$ cat src/uart_rx_pkg.sv
// UART receiver shared definitions
// Register map, framer states and the structs passed between the
// register block, the serial framer and the receive buffer

package uart_rx_pkg;

  //********************************************************************
  // Widths
  //********************************************************************
  // APB address and data
  localparam int addr_w = 3;
  localparam int data_w = 8;
  // Bit period counter width unless the top overrides it
  localparam int bit_period_w_default = 14;

  //********************************************************************
  // Register map and states
  //********************************************************************
  // Byte-wide registers; 5 and 7 are holes
  typedef enum logic [addr_w-1:0] {
    data_sr  = 3'd0,
    error_sr = 3'd1,
    bit_cr0  = 3'd2,
    bit_cr1  = 3'd3,
    data_cr  = 3'd4,
    rx_data  = 3'd6
  } reg_addr_e;

  // Receive FSM
  typedef enum logic [1:0] {
    idle,
    start,
    data,
    stop
  } rx_state_e;

  //********************************************************************
  // Structs
  //********************************************************************
  // Line configuration, register block to framer
  typedef struct packed {
    logic [bit_period_w_default-1:0] bit_period;
    logic [3:0]                      data_size;
  } rx_cfg_t;

  // One result per received frame
  typedef struct packed {
    logic              done;
    logic [data_w-1:0] data;
    logic              framing_err;
  } rx_frame_t;

  // Status seen by software
  typedef struct packed {
    logic [data_w-1:0] data;
    logic              data_ready;
    logic              overrun;
    logic              framing;
  } rx_status_t;

endpackage
$ cat src/apb_uart_rx.sv
// APB UART receiver top level
// Register block and serial framer side by side, with the receive
// buffer merging finished frames and software reads into status

module apb_uart_rx
  import uart_rx_pkg::*;
#(
  parameter int bit_period_w     = bit_period_w_default,
  parameter int reset_bit_period = 100
) (
  input  logic              tb_clk,
  input  logic              rst,
  input  logic              serial_in,
  input  logic              psel,
  input  logic              penable,
  input  logic              pwrite,
  input  logic [addr_w-1:0] paddr,
  input  logic [data_w-1:0] pwdata,
  output logic [data_w-1:0] prdata,
  output logic              pslverr
);

  // Configuration to the framer
  rx_cfg_t    cfg;
  // Framer result, one per frame
  rx_frame_t  frame;
  // Held word and flags back to the read mux
  rx_status_t status;
  // Read side effects
  logic       rd_data_strobe;
  logic       rd_error_strobe;

  //********************************************************************
  // APB register block
  //********************************************************************
  apb_uart_regs #(
    .bit_period_w     (bit_period_w),
    .reset_bit_period (reset_bit_period)
  ) apb_uart_regs_inst (
    .tb_clk          (tb_clk),
    .rst             (rst),
    .psel            (psel),
    .penable         (penable),
    .pwrite          (pwrite),
    .paddr           (paddr),
    .pwdata          (pwdata),
    .prdata          (prdata),
    .pslverr         (pslverr),
    .status          (status),
    .cfg             (cfg),
    .rd_data_strobe  (rd_data_strobe),
    .rd_error_strobe (rd_error_strobe)
  );

  //********************************************************************
  // Serial side
  //********************************************************************
  rx_framer #(
    .bit_period_w (bit_period_w)
  ) rx_framer_inst (
    .tb_clk    (tb_clk),
    .rst       (rst),
    .serial_in (serial_in),
    .cfg       (cfg),
    .frame     (frame)
  );

  rx_buffer rx_buffer_inst (
    .tb_clk          (tb_clk),
    .rst             (rst),
    .frame           (frame),
    .rd_data_strobe  (rd_data_strobe),
    .rd_error_strobe (rd_error_strobe),
    .status          (status)
  );

endmodule

$ cat src/rx_buffer.sv
// UART receive buffer
// Holds the last good word with data-ready, overrun and framing flags.
// Frames never wait; a new word over an unread one sets overrun

module rx_buffer
  import uart_rx_pkg::*;
(
  input  logic       tb_clk,
  input  logic       rst,
  input  rx_frame_t  frame,
  input  logic       rd_data_strobe,
  input  logic       rd_error_strobe,
  output rx_status_t status
);

  rx_status_t status_next;

  //********************************************************************
  // Flag update
  //********************************************************************
  always_comb begin
    status_next = status;
    // Software reads clear first
    if (rd_data_strobe) begin
      status_next.data_ready = 1'b0;
    end
    if (rd_error_strobe) begin
      status_next.overrun = 1'b0;
      status_next.framing = 1'b0;
    end
    // A finishing frame wins over a read on the same edge
    if (frame.done) begin
      if (frame.framing_err) begin
        // Bad stop bit, held word stays
        status_next.framing = 1'b1;
      end else begin
        // Unread word being replaced
        if (status.data_ready && !rd_data_strobe) begin
          status_next.overrun = 1'b1;
        end
        status_next.data_ready = 1'b1;
        status_next.data       = frame.data;
      end
    end
  end

  always_ff @(posedge tb_clk) begin
    if (rst) begin
      status <= '0;
    end else begin
      status <= status_next;
    end
  end

endmodule

$ cat src/rx_framer.sv
// UART receive framer
// Synchronizes the serial line, times bits from the falling edge of
// the start bit and samples each bit in its middle. LSB first, one
// start and one stop bit; one frame result per frame

module rx_framer
  import uart_rx_pkg::*;
#(
  parameter int bit_period_w = bit_period_w_default
) (
  input  logic      tb_clk,
  input  logic      rst,
  input  logic      serial_in,
  input  rx_cfg_t   cfg,
  output rx_frame_t frame
);

  localparam logic [bit_period_w-1:0] one_tick = 1;

  // Two-stage synchronizer and edge detect
  logic [1:0] sync_q;
  logic       line;
  logic       line_q;
  logic       fall;

  // FSM, bit timer and bit counter
  rx_state_e               state;
  logic [bit_period_w-1:0] timer;
  logic [2:0]              bit_cnt;
  logic                    last_bit;

  // Per-frame copy of the configuration and the word being built
  rx_cfg_t           frame_cfg;
  logic [data_w-1:0] rx_word;

  // Timer loads, one less than the wanted number of clocks
  logic [bit_period_w-1:0] half_load;
  logic [bit_period_w-1:0] period_load;

  assign line = sync_q[1];
  assign fall = line_q & ~line;

  // Half period from live config, frame has not latched it yet
  assign half_load   = (cfg.bit_period[bit_period_w-1:0] >> 1) - one_tick;
  assign period_load = frame_cfg.bit_period[bit_period_w-1:0] - one_tick;
  assign last_bit    = ({1'b0, bit_cnt} == (frame_cfg.data_size - 4'd1));

  //********************************************************************
  // Receive FSM
  //********************************************************************
  always_ff @(posedge tb_clk) begin
    if (rst) begin
      // Line idles high
      sync_q  <= 2'b11;
      line_q  <= 1'b1;
      state   <= idle;
      timer   <= '0;
      bit_cnt <= '0;
      frame   <= '0;
    end else begin
      sync_q     <= {sync_q[0], serial_in};
      line_q     <= line;
      frame.done <= 1'b0;
      case (state)
        idle: begin
          if (fall) begin
            timer <= half_load;
            state <= start;
          end
        end
        start: begin
          if (timer == '0) begin
            // Middle of start bit; a glitch sends us back
            if (!line) begin
              timer   <= period_load;
              bit_cnt <= '0;
              state   <= data;
            end else begin
              state <= idle;
            end
          end else begin
            timer <= timer - one_tick;
          end
        end
        data: begin
          if (timer == '0) begin
            timer <= period_load;
            if (last_bit) begin
              state <= stop;
            end else begin
              bit_cnt <= bit_cnt + 3'd1;
            end
          end else begin
            timer <= timer - one_tick;
          end
        end
        stop: begin
          if (timer == '0) begin
            // Stop sample, result out on the next cycle
            frame.done        <= 1'b1;
            frame.data        <= rx_word;
            frame.framing_err <= ~line;
            state             <= idle;
          end else begin
            timer <= timer - one_tick;
          end
        end
        default: state <= idle;
      endcase
    end
  end

  //********************************************************************
  // Data path
  //********************************************************************
  always_ff @(posedge tb_clk) begin
    if ((state == idle) && fall) begin
      frame_cfg <= cfg;
      // Upper bits stay zero for short sizes
      rx_word   <= '0;
    end else if ((state == data) && (timer == '0)) begin
      rx_word[bit_cnt] <= line;
    end
  end

endmodule

$ cat src/apb_uart_regs.sv
// APB slave for the UART receiver
// Holds bit period and data size, returns status and configuration,
// flags illegal accesses with pslverr and leaves state untouched then.
// No wait states, so every transfer ends in its access cycle

module apb_uart_regs
  import uart_rx_pkg::*;
#(
  parameter int bit_period_w     = bit_period_w_default,
  parameter int reset_bit_period = 100
) (
  input  logic              tb_clk,
  input  logic              rst,
  input  logic              psel,
  input  logic              penable,
  input  logic              pwrite,
  input  logic [addr_w-1:0] paddr,
  input  logic [data_w-1:0] pwdata,
  output logic [data_w-1:0] prdata,
  output logic              pslverr,
  input  rx_status_t        status,
  output rx_cfg_t           cfg,
  output logic              rd_data_strobe,
  output logic              rd_error_strobe
);

  // Configuration registers
  logic [bit_period_w-1:0] bit_period;
  logic [3:0]              data_size;

  // Access cycle decode
  logic            access;
  reg_addr_e       addr;
  logic            access_err;
  logic [data_w-1:0] rd_word;

  assign access = psel & penable;
  // Holes in the map still cast; they fall to the default arm
  assign addr   = reg_addr_e'(paddr);

  //********************************************************************
  // Read mux and error decode
  //********************************************************************
  always_comb begin
    rd_word    = '0;
    access_err = 1'b0;
    case (addr)
      data_sr: begin
        rd_word    = {{(data_w-1){1'b0}}, status.data_ready};
        access_err = pwrite;
      end
      error_sr: begin
        // Overrun in bit 1, framing in bit 0
        rd_word    = {{(data_w-2){1'b0}}, status.overrun, status.framing};
        access_err = pwrite;
      end
      bit_cr0: rd_word = bit_period[7:0];
      // Only the upper period bits that exist, zero above
      bit_cr1: rd_word = data_w'(bit_period[bit_period_w-1:8]);
      data_cr: begin
        rd_word    = {4'b0000, data_size};
        // Legal sizes are 5 to 8
        access_err = pwrite && ((pwdata < 8'd5) || (pwdata > 8'd8));
      end
      rx_data: begin
        rd_word    = status.data;
        access_err = pwrite;
      end
      default: access_err = 1'b1;
    endcase
  end

  // Bus outputs only live in the access cycle
  assign pslverr = access & access_err;
  assign prdata  = (access && !pwrite && !access_err) ? rd_word : '0;

  // Read side effects for the receive buffer
  assign rd_data_strobe  = access && !pwrite && (addr == rx_data);
  assign rd_error_strobe = access && !pwrite && (addr == error_sr);

  //********************************************************************
  // Configuration writes
  //********************************************************************
  always_ff @(posedge tb_clk) begin
    if (rst) begin
      bit_period <= bit_period_w'(reset_bit_period);
      data_size  <= 4'd8;
    end else if (access && pwrite && !access_err) begin
      case (addr)
        bit_cr0: bit_period[7:0] <= pwdata;
        // Upper byte only keeps the bits the counter has
        bit_cr1: bit_period[bit_period_w-1:8] <= pwdata[bit_period_w-9:0];
        data_cr: data_size <= pwdata[3:0];
        default: ;
      endcase
    end
  end

  // Period widened to the struct field
  assign cfg.bit_period = bit_period_w_default'(bit_period);
  assign cfg.data_size  = data_size;

endmodule

$ cat config.mk
export PLATFORM = sky130hd
export DESIGN_NAME = apb_uart_rx
export DESIGN_NICKNAME = d
export VERILOG_FILES = /design/src/uart_rx_pkg.sv /design/src/apb_uart_rx.sv /design/src/rx_buffer.sv /design/src/rx_framer.sv /design/src/apb_uart_regs.sv
export SDC_FILE = /design/constraint.sdc
export NUM_CORES = 1
export LEC_CHECK = 0
export CORE_MARGIN = 2
export CORE_UTILIZATION = 35
export DETAILED_ROUTE_END_ITERATION = 7
export DONT_BUFFER_PORTS = 1
export GPL_TIMING_DRIVEN = 0
export PLACE_DENSITY = 0.51
export SLEW_MARGIN = 25
export SYNTH_ARGS = -nofsm -noshare
export SYNTH_HDL_FRONTEND = slang
export SYNTH_HIERARCHICAL = 1
export SYNTH_SLANG_ARGS = --single-unit
$ cat constraint.sdc
create_clock -name tb_clk -period 2.1 [get_ports tb_clk]
set_input_delay 0.21 -clock tb_clk [delete_from_list [all_inputs] [get_ports tb_clk]]
set_output_delay 0.21 -clock tb_clk [all_outputs]
set_load 0.005 [all_outputs]
Word-level counts from Yosys, hierarchy flattened
Index checks and enable logic that the tools add are counted.

Output and inout port bits: 9. Register bits: 87. Input port bits: 17. Word-level logic and storage cells: 112.

Magnitude comparators: 4. Add/sub/neg operators: 5. Bitwise logic cells: 6. Multiplexer cells: 31. Eq/ne operators: 18. Reduce and logical (&&, ||, !) cells: 30.

Operators with widths (count): $mux 14 (5); $pmux 14 s4 (1); $pmux 8 s6 (1); $sub 14x1->14 const B (2); $mux 2 (8); $mux 3 (5); $logic_not 14->1 (1); $sub 13x1->14 const B (1); $logic_and 1x1->1 (11); $mux 10 (1); $ne 2x1->1 const B (5); $reduce_and 2->1 (5); $reduce_and 5->1 (2); $bwmux 8 (1); $gt 8x4->1 const B (1); $lt 8x3->1 const B (1); $mux 8 (1); $pmux 2 s4 (1); $eq 3x2->1 const B (2); $eq 3x3->1 const B (2); $ne 2x2->1 const B (3); $pmux 3 s2 (1); $eq 2x2->1 const B (2); $eq 3x4->1 (1); 20 further kinds (30).

Depth between registers and ports, before layout
Gate-level depths: netlist of the first run.

Depth after elaboration: 8. Gate-level depth with buffers: 10. Mapped depth without buffers: 8.

By module
The synthesis of the first run kept the hierarchy.

By module, submodules not included: rx_framer (cells each 384, times used 1, area each 3357.0 µm², seq. area each 1341.3 µm²); apb_uart_regs (cells each 121, times used 1, area each 1073.5 µm², seq. area each 360.3 µm²); rx_buffer (cells each 48, times used 1, area each 405.4 µm², seq. area each 220.2 µm²).

Worst setup path after synthesis of the first run
Ideal clock, no wire load.

Path kind: reg2reg. Start: register rx_framer_inst.timer[0]. End: register rx_framer_inst.timer[10]. Slack: -0.098 ns. Data required time: 1.983 ns. Library setup time: 0.117 ns. Buffers on the path: 0. Cell stages (with the launch flop): 9. Arrival time: 2.081 ns. Clock period less this slack: 2.198 ns. Path through: dfxtp_1 > inv_1 > ha_1 > or4b_2 > o31a_1 > or2_0 > a21oi_1 > nand2_1 > a32o_1.

Longest elaborated chain between the ends: 3. Elaborated cells on any way between the ends: 9. Classes of those cells: add/sub: 1; eq/ne: 2; mux: 4; reduce/logical: 2.

Ends and longest elaborated chain: start, declared (line rx_framer.sv:28) `logic [bit_period_w-1:0] timer;`; start signal, assigned (line rx_framer.sv:67) `timer <= half_load;`; start signal, assigned (line rx_framer.sv:75) `timer <= period_load;`; start signal, assigned (line rx_framer.sv:82) `timer <= timer - one_tick;`; $sub 14x1->14 or $logic_not 14->1 (tied branches); $mux 14 (tied with other cells) (line rx_framer.sv:98) `if (timer == '0) begin`; $pmux 14 s4 or $reduce_and 3->1 (tied branches).

Several ways; a longest one is shown, not always the timed one. The select of a mux whose other input is x is not followed. A chain may end at the register's enable or synchronous reset.

Final worst setup path of the first run
Start: register rx_framer_inst.timer[3]. End: register rx_framer_inst.rx_word[3].

Longest elaborated chain between the ends: 2.

Ends and longest elaborated chain: $logic_not 14->1 (line rx_framer.sv:121) `end else if ((state == data) && (timer == '0)) begin`; $logic_and 1x1->1 (line rx_framer.sv:121); end signal, assigned by index (line rx_framer.sv:122) `rx_word[bit_cnt] <= line;`; end, declared (line rx_framer.sv:34) `logic [data_w-1:0] rx_word;`.

No other way between the ends.

==> reports/metrics.yaml, run 1 <==
maxSlewViolCount: 0
failed_checks: "setup timing"
initial_core_util: 0.362
final_min_period_over_clock_period: 1.03
number_of_antenna_cells_inserted: 0
mappedNetlistNets: 581
remaining_routing_drc_violations: 0
netlist_top_cells_count: "dfxtp_1, nand2_1, nor2_1"
placer_s_final_routability_congestion_estimate: 0.880
worstHoldPathType: "input port to register"
num_vias: 4165
syn_inst: 553
synth-edff-count: 18
synth.mux.area_fraction: 0.0825
power-per-cell-area_mw_per_mm2: 932
rows: 42
violation_count_after_the_first_detailed_route_iteration: 282
hold_viol_final: 0
design.die.area_mm2: 0.0148
clock_tree_from_tritoncts: "done"
final.min_clock_period_ps: 2170
tightest_slew_ps: 735
grt_antenna_before_repair: 0
postSynthAreaPerCell_um2: 8.74
htree_num_levels: 3
antenna_violating_nets_post_route: 0
clock-sinks: 87
preCtsSetupSlack_ps: -466
postPlaceCellArea_mm2: 0.00509
clk_path_buf_depth: 2
combPwrFrac: 0.357
clock_latency_ps: 340
yosys.area_share.adder: 0.0285
floorplan.die.height_um: 122
post_synth_and_or_nand_nor_area_fraction: 0.244
worst_ep_required_time_ps: 2300
root_buffer: "clkbuf_16"
syn2layout_area_growth_pct: 21.9
internal_power_mw: 3.58
vias_per_cell: 5.41
synth_top_family_by_area: "simple AND/OR/NAND/NOR gates"
endpoint_kind: "register"
finalClockSkew_ps: 8.41
hold_ws_ps: 20.5
floorplan.die.width_um: 122
synthesis.area_mm2: 0.00484
status: "finished with violations"
cts_bufs_inserted: 9
synth_warnings: 6
switchingPower_mw: 1.91
complex_gate_fraction_of_the_synthesized_area: 0.145
detail_routed_net_length_per_standard_cell_um: 17.3
first_global_vias: 4055
post-synth-top-area-fraction: 0.286
post_route_cells_drive_above_1_share: 0.202
worst-setup-path-type: "register to register"
yosys.cell_count.top_type: "dfxtp_1"
arrival_ps: 2370
flops_latches_synth: 87
power_switching_share: 0.349
dominant_cell_type_by_area_after_synthesis: "dfxtp_1"
finish.net_count: 617
global_route.usage.total: 0.185
async_reset_ff_frac: 0
critPathLaunchType: "register"
global_route.overflow_total: 0
count_of_different_cell_masters_after_synthesis: 70
core_region_area_mm2: 0.0133
grt_start_max_net_pins: 27
regToRegStartpoint: "rx_framer_inst/timer[3]"
grt_first_pass_wirelength_um: 21200
total_half_perimeter_wirelength_after_legalization_and_detailed_placement_um: 9340
worstHoldStart: "pwdata[0]"
slew-limit-headroom: 0.509
vdd_ir_drop_max_mv: 0.372
final_setup_violating_endpoints: 6
final_cells: 770
tns_ps: -146
final_cell_area_mm2: 0.00589
wl_um: 13300
synth.area.top_cells: "dfxtp_1, edfxtp_1, mux2i_1"
place.port_buffers: 0
synth_sequential_area_ratio: 0.397
worst_slack_ps: -65.5
ys_dominant_reg_cell: "dfxtp_1"
first_pass_iters: 6
timing.max_cap.violations: 0
synthXorXnorAreaFrac: 0.0616
power_leakage_nw: 2.13
setup_repair_after_global_routing_missed_its_margin: "true"
seq_power_share: 0.347
critical_path_peak_fanout: 6
crit_start: "rx_framer_inst/timer[3]"
ios: 26
clock_power_share: 0.296
cts.reportedPaths.clkPinSlew_ps: 70
numPlacedInstances: 729
achievable-frequency_mhz: 462
[cell families after synthesis]
family | Yosys count
AOI/OAI and AO/OA | 108
xor gates and xnor gates | 34
adders and majority gates | 11
buffers and inverters | 47
DFF | 87
muxes | 39
and+or+nand+nor | 227
[path summary, 6_finish.rpt]
kind	to	slack [ps]	cells after the start
min	apb_uart_regs_inst/bit_period[0]	20	2
max	rx_framer_inst/rx_word[3]	-70	7
max reg2reg	rx_framer_inst/rx_word[3]	-70	7
min reg2reg	rx_framer_inst/sync_q[1]	430	1
[what timing repair did]
item	CTS	global route
setup buffers	19	7
gates cloned	0	0
endpoints found under the hold margin	4	0
endpoints found under the setup margin	35	32
resized for setup	46	37
pin swaps	15	17
hold buffers	4	0
[flip-flops by register name, summed over array words and instances (netlist names), named ones only]
name / count
rx_framer_inst/bit_cnt: 3
rx_buffer_inst/status: 11
rx_framer_inst/sync_q: 2
rx_framer_inst/frame_cfg: 18
rx_framer_inst/frame: 10
rx_framer_inst/state: 1
rx_framer_inst/rx_word: 8
apb_uart_regs_inst/data_size: 4
rx_framer_inst/timer: 14
apb_uart_regs_inst/bit_period: 14
rx_framer_inst/line_q: 1
[placed cells by master (no fill, tap or decap), types with 5 or more instances in the layout]
| cell type | count |
|---|---|
| o21ai_0 | 12 |
| clkbuf_1 | 10 |
| nand2b_1 | 11 |
| ha_1 | 8 |
| inv_1 | 16 |
| clkbuf_16 | 10 |
| dfxtp_1 | 62 |
| buf_6 | 5 |
| xor2_1 | 13 |
| buf_4 | 25 |
| nor4_1 | 5 |
| a211o_1 | 5 |
| mux2i_1 | 35 |
| nor2b_1 | 8 |
| xnor2_1 | 21 |
| nand3_1 | 11 |
| nand2_1 | 55 |
| edfxtp_1 | 18 |
| nor3b_1 | 5 |
| nor2_1 | 52 |
| nor3_1 | 16 |
| a21oi_2 | 6 |
| a21oi_1 | 40 |
| nand4_1 | 6 |
| or3_1 | 7 |
[worst max-delay path, stage by stage, from the launching register on]
cell and delay, ps:
dfxtp_4 350, or4_4 600, nor4_4 280, buf_6 170, nand2_4 70, or3_4 330, mux2i_1 160, nor2_1 60
[power by group through the flow]
stage | registers, mW | logic (mW) | clock network [mW]
finish | 1.90 | 1.96 | 1.63
global route | 1.91 | 2.10 | 1.74
CTS | 1.88 | 1.77 | 1.67
detailed placement | 1.91 | 1.41 | 0
global placement | 1.91 | 1.42 | 0
floorplan | 1.88 | 1.09 | 0
[stage by stage]
step | power (mW) | utilization
after floorplan | 2.97 | -
after global placement | 3.32 | 0.381
after detailed placement | 3.32 | 0.381
after CTS | 5.32 | 0.430
after global routing | 5.75 | 0.442
final | 5.49 | 0.442
[per-layer routing]
metal	global-route usage	up-vias	part of all wire
met3	0.0300	9	0.043
met4	0.0524	0	0.011
met5	0	-	0
met1	0.253	1998	0.48
li1	-	2061	-
met2	0.304	97	0.47
[cell type report]
| class | count | area [um^2] |
|---|---|---|
| Buffer | 24 | 138 |
| Clock buffer | 10 | 250 |
| Clock inverter | 6 | 56.3 |
| Fill cell | 1334 | 7450 |
| Inverter | 19 | 76.3 |
| Multi-Input combinational cell | 419 | 2980 |
| Sequential cell | 87 | 1940 |
| Tap cell | 176 | 220 |
| Timing Repair Buffer | 29 | 239 |
(Power assumes the default switching activity.)
==> run 2: changes to the inputs <==
--- a/config.mk
+++ b/config.mk
@@ -5,12 +5,15 @@
 export SDC_FILE = /design/constraint.sdc
 export NUM_CORES = 1
 export LEC_CHECK = 0
+export CELL_PAD_IN_SITES_DETAIL_PLACEMENT = 1
+export CELL_PAD_IN_SITES_GLOBAL_PLACEMENT = 1
 export CORE_MARGIN = 2
 export CORE_UTILIZATION = 35
+export CTS_BUF_LIST = sky130_fd_sc_hd__clkbuf_4 sky130_fd_sc_hd__clkbuf_8
 export DETAILED_ROUTE_END_ITERATION = 7
 export DONT_BUFFER_PORTS = 1
 export GPL_TIMING_DRIVEN = 0
-export PLACE_DENSITY = 0.51
+export PLACE_DENSITY = 0.62
 export SLEW_MARGIN = 25
 export SYNTH_ARGS = -nofsm -noshare
 export SYNTH_HDL_FRONTEND = slang
==> run 2 against run 1 <==
Effect of this change:
- sequential share of layout area fell by 0.063 points
- critical path type unchanged
- setup slack improved by 6.5 ps
- global-route usage rose by 2.1 points
- largest cell class unchanged
- first-iteration DRC count fell by 49%
- the run still ends with setup timing left
- wire length rose by 9.9%
- combinational power rose by 9%
- non-clock buffer count rose by 6
- final cell count rose by 0.78%
==> reports/metrics.yaml, run 2 (synthesis gave the netlist of run 1 again) <==
layout_top_registers: "rx_framer_inst/frame_cfg (18), apb_uart_regs_inst/bit_period (14), rx_framer_inst/timer (14)"
hold_ws_ps: 19.6
vias_per_cell: 5.39
endpoint_kind: "register"
critical_path.cell_chain: "or4_4 -> or4_4 -> nor3_2 -> a221oi_1 -> or2_1 -> a21oi_2"
largest-register: "rx_framer_inst/frame_cfg"
layout.filler_cells: 1573
floorplan.die.height_um: 122
worstHoldStart: "rst"
place.port_buffers: 0
slew-limit-headroom: 0.502
arrival_ps: 2460
power-per-cell-area_mw_per_mm2: 898
timing.max_cap.violations: 0
critical_path_buf_inv_count: 0
setup_repair_after_global_routing_missed_its_margin: "true"
global_route.usage.total: 0.206
worstHoldPathType: "input port to register"
violation_count_after_the_first_detailed_route_iteration: 143
failed_checks: "setup timing"
tns_ps: -249
regToRegStartpoint: "rx_framer_inst/timer[5]"
clock_tree_from_tritoncts: "done"
clk_path_buf_depth: 2
critical-path-top-delay-family: "simple AND/OR/NAND/NOR gates"
achievable-frequency_mhz: 463
wl_um: 14600
post_route_cells_drive_above_1_share: 0.198
clock_latency_ps: 370
postPlaceCellArea_mm2: 0.00509
crit_path_top_delay_cell: "or4_4"
syn2layout_area_growth_pct: 22.0
cpPeakStageDelay_ps: 600
ios: 26
first_global_vias: 4373
rows: 42
htree_num_levels: 3
grt_first_pass_wirelength_um: 23500
worst_ep_required_time_ps: 2400
cts.reportedPaths.clkPinSlew_ps: 90
finalClockSkew_ps: 13.7
global_route.overflow_total: 0
final_min_period_over_clock_period: 1.03
status: "finished with violations"
finish.net_count: 623
critical_path_peak_fanout: 6
largest_register_ff_count: 18
cts_bufs_inserted: 9
worst-setup-path-type: "register to register"
hold_viol_final: 0
grt_antenna_before_repair: 0
crit_start: "rx_framer_inst/timer[5]"
design.die.area_mm2: 0.0148
power_leakage_nw: 2.13
number_of_antenna_cells_inserted: 0
total_half_perimeter_wirelength_after_legalization_and_detailed_placement_um: 10300
clock-sinks: 87
initial_core_util: 0.362
remaining_routing_drc_violations: 0
final_cell_area_mm2: 0.00590
root_buffer: "clkbuf_8"
num_vias: 4181
layout_commonest_cell: "dfxtp_1"
commonest_cells_after_routing_fill_and_taps_aside: "dfxtp_1, nand2_1, nor2_1"
worst_slack_ps: -59.1
crit_path_top_cell_by_count: "or4_4"
floorplan.die.width_um: 122
placer_s_final_routability_congestion_estimate: 0.817
vdd_ir_drop_max_mv: 0.410
tightest_slew_ps: 745
antenna_violating_nets_post_route: 0
detail_routed_net_length_per_standard_cell_um: 18.8
final_setup_violating_endpoints: 7
grt_start_max_net_pins: 27
preCtsSetupSlack_ps: -666
critPathLaunchType: "register"
first_pass_iters: 5
core_region_area_mm2: 0.0133
final.min_clock_period_ps: 2160
maxSlewViolCount: 0
[run 2: cell count changes in the layout (fill, tap and decap cells not counted), moves of 3 or more]
cell and change:
a21oi_2 -3, buf_4 +3, clkbuf_16 -10, clkbuf_8 +10
dlygate4sd3_1 +6, inv_8 -3, nand2_1 +3, nand2_2 -4
[run 2: repair_timing]
item	in CTS	in global routing
buffers inserted	18	9
resized for setup	57	32
setup endpoints to repair	36	32
hold buffers	10	0
pin swaps	21	19
gates cloned	0	1
endpoints found under the hold margin	18	0
[run 2: cell type report]
class                      instances  area, um^2  area share
buffer                            22         139      0.0235
clock buffer                      11         145      0.0246
clock inverter                     5        65.1      0.0110
inverter                          19        76.3      0.0129
multi-input combinational        419        3010       0.510
sequential                        87        1940       0.328
tap                              176         220      0.0373
timing repair buffer              37         310      0.0526
[run 2: layer usage]
layer,global-route usage,wire length [um]
met5,0,0
met1,0.270,6810
met2,0.354,7250
met4,0.0474,115
met3,0.0375,420
[run 2: where the power goes]
group	switching [mW]	internal [mW]
clock	0.642	0.609
sequential	0.122	1.78
combinational	1.18	0.966
total	1.94	3.36
[run 2: final timing paths]
path	depth (start not counted)	slack [ps]	endpoint
hold reg to reg	1	420	rx_framer_inst/sync_q[1]
hold / removal	2	20	apb_uart_regs_inst/data_size[0]
setup reg to reg	6	-60	rx_framer_inst/timer[11]
setup / recovery	6	-60	rx_framer_inst/timer[11]
[run 2: stage by stage]
step | util | cells | total power [mW]
after detailed placement | 0.381 | 729 | 3.38
final | 0.442 | 776 | 5.30
after global routing | 0.442 | 776 | 5.59
after CTS | 0.431 | 768 | 5.14
after floorplan | - | 553 | 2.97
after global placement | 0.381 | 729 | 3.35
[run 2: worst reg2reg max path, delay by kind of cell, from the launching register on]
family / cells / cell delay, ps
AO/OA/AOI/OAI: 2 / 190
flip-flops: 1 / 360
AND/OR/NAND/NOR: 4 / 1540
==> run 3: changes to the inputs <==
--- a/config.mk
+++ b/config.mk
@@ -7,7 +7,7 @@
 export LEC_CHECK = 0
 export CELL_PAD_IN_SITES_DETAIL_PLACEMENT = 1
 export CELL_PAD_IN_SITES_GLOBAL_PLACEMENT = 1
-export CORE_MARGIN = 2
+export CORE_MARGIN = 1.5
 export CORE_UTILIZATION = 35
 export CTS_BUF_LIST = sky130_fd_sc_hd__clkbuf_4 sky130_fd_sc_hd__clkbuf_8
 export DETAILED_ROUTE_END_ITERATION = 7
==> run 3 against run 2 <==
Effect of this change:
- the flow still finishes with violations (setup timing)
- setup slack got worse by 46 ps
- first-iteration DRC count increased by 10%
- clock skew decreased by 2.1 ps
- combinational power decreased by 4%
- power increased by 1.3%
- worst hold slack got worse by 2.0 ps
- wire length decreased by 0.84%
- flip-flop and latch count unchanged
- non-clock buffer count decreased by 8
- maximum frequency decreased by 2.1%
- via count decreased by 0.79%
- largest cell class unchanged
==> reports/metrics.yaml, run 3 (synthesis gave the netlist of run 1 again) <==
timing.max_cap.violations: 0
globalRoute.busiestLayer: "met2"
switchingPower_mw: 1.97
final_min_period_over_clock_period: 1.05
clock_tree_from_tritoncts: "done"
post_route_cells_drive_above_1_share: 0.218
layout.filler_cells: 1576
clock-sinks: 87
root_buffer: "clkbuf_8"
power_switching_share: 0.368
r2r.worst_path.cells: 7
global_route.usage.total: 0.202
worstHoldPathType: "input port to register"
internal_power_mw: 3.39
hold_path_depth: 2
tightest_slew_ps: 751
worst_slack_ps: -105
slew-limit-headroom: 0.498
critPathLaunchType: "register"
multi_input_comb_area_mm2: 0.00307
finalClockSkew_ps: 11.6
vias_per_cell: 5.40
seqCellArea_mm2: 0.00194
r2r_end: "rx_framer_inst/rx_word[3]"
power_leakage_nw: 2.10
remaining_routing_drc_violations: 0
detail_routed_net_length_per_standard_cell_um: 18.8
rows: 42
clock_latency_ps: 360
postPlaceCellArea_mm2: 0.00509
cts_bufs_inserted: 9
wl_um: 14500
largest-register: "rx_framer_inst/frame_cfg"
achievable-frequency_mhz: 453
grt_antenna_before_repair: 0
critical_path_peak_fanout: 6
floorplan.die.width_um: 121
worst_ep_required_time_ps: 2330
first_global_vias: 4296
timing.hold.worst_endpoint: "apb_uart_regs_inst/data_size[0]"
vdd_ir_drop_max_mv: 0.393
final.min_clock_period_ps: 2210
layout_top_registers: "rx_framer_inst/frame_cfg (18), apb_uart_regs_inst/bit_period (14), rx_framer_inst/timer (14)"
setup_repair_after_global_routing_missed_its_margin: "true"
clock_power_share: 0.259
gr-usage-met3: 0.0288
tns_ps: -564
met1_resource_use_gr: 0.264
use_met2: 0.354
commonest_cells_after_routing_fill_and_taps_aside: "dfxtp_1, nor2_1, nand2_1"
grt_start_max_net_pins: 27
endpoint_kind: "register"
largest_register_ff_count: 18
final_setup_violating_endpoints: 14
regToRegStartpoint: "rx_framer_inst/timer[3]"
maxSlewViolCount: 0
htree_num_levels: 3
floorplan.die.height_um: 121
num_vias: 4148
clk_path_buf_depth: 2
ios: 26
layout_commonest_cell: "dfxtp_1"
syn2layout_area_growth_pct: 22.4
final_cell_area_mm2: 0.00592
antenna_violating_nets_post_route: 0
cts.reportedPaths.clkPinSlew_ps: 100
worst-setup-path-type: "register to register"
initial_core_util: 0.362
number_of_antenna_cells_inserted: 0
finish.net_count: 615
violation_count_after_the_first_detailed_route_iteration: 158
seq_power_share: 0.356
place.port_buffers: 0
failed_checks: "setup timing"
global_route.overflow_total: 0
grt_first_pass_wirelength_um: 22700
combPwrFrac: 0.384
core_region_area_mm2: 0.0133
status: "finished with violations"
total_half_perimeter_wirelength_after_legalization_and_detailed_placement_um: 10400
power-per-cell-area_mw_per_mm2: 907
worstHoldStart: "rst"
preCtsSetupSlack_ps: -679
hold_viol_final: 0
arrival_ps: 2440
design.die.area_mm2: 0.0145
placer_s_final_routability_congestion_estimate: 0.812
register_to_register_setup_slack_ps: -110
first_pass_iters: 4
## run 3: area by class of cell
type	count	share of cell area
buffer	23	0.0218
tap	176	0.0372
sequential	87	0.328
clock inverter	7	0.0180
timing repair buffer	28	0.0419
clock buffer	9	0.0209
inverter	19	0.0129
multi-input combinational	419	0.519
## run 3: stage by stage
step / hold WS [ps] / utilization / total power, mW / instances
finish: 17.6 / 0.443 / 5.37 / 768
global placement: 315 / 0.381 / 3.35 / 729
floorplan: 314 / - / 2.97 / 553
detailed placement: 317 / 0.381 / 3.38 / 729
CTS: 4.30 / 0.423 / 5.11 / 762
global route: 11.8 / 0.443 / 5.65 / 768
## run 3: worst max-delay path, cell delays in order (launching register included)
cell	delay, ps
dfxtp_4	370
or4_4	610
nor4_4	290
buf_6	180
nand2_4	70
or3_4	340
mux2i_1	150
nor2_1	60
## run 3: routing by layer
layer / routed length (um) / vias to the layer above
li1: - / 2047
met5: 0 / -
met1: 6770 / 2039
met3: 349 / 12
met4: 139 / 0
met2: 7220 / 50
## run 3: worst max path at each step
| stage | from | end | slack, ps |
|---|---|---|---|
| floorplan | rx_framer_inst/timer[5] | rx_framer_inst/rx_word[1] | -9 |
| global placement | rx_framer_inst/timer[2] | rx_framer_inst/timer[4] | -650 |
| detailed placement | rx_framer_inst/timer[2] | rx_framer_inst/timer[4] | -680 |
| CTS | rx_framer_inst/timer[0] | rx_framer_inst/rx_word[3] | -110 |
| global route | rx_framer_inst/timer[3] | rx_framer_inst/rx_word[1] | -150 |
| finish | rx_framer_inst/timer[3] | rx_framer_inst/rx_word[3] | -110 |
## run 3: power groups by stage
stage               clock, mW  combinational, mW  sequential (mW)
floorplan                   0               1.09             1.88
global placement            0               1.45             1.91
detailed placement          0               1.47             1.91
CTS                      1.42               1.79             1.90
global route             1.50               2.23             1.93
finish                   1.39               2.06             1.91
## run 3: timing repair
action,in CTS,in global routing
endpoints found under the setup margin,36,32
pin swaps,9,36
hold buffers,9,0
gates resized for setup,41,62
buffers inserted,13,6
hold endpoints to repair,16,0
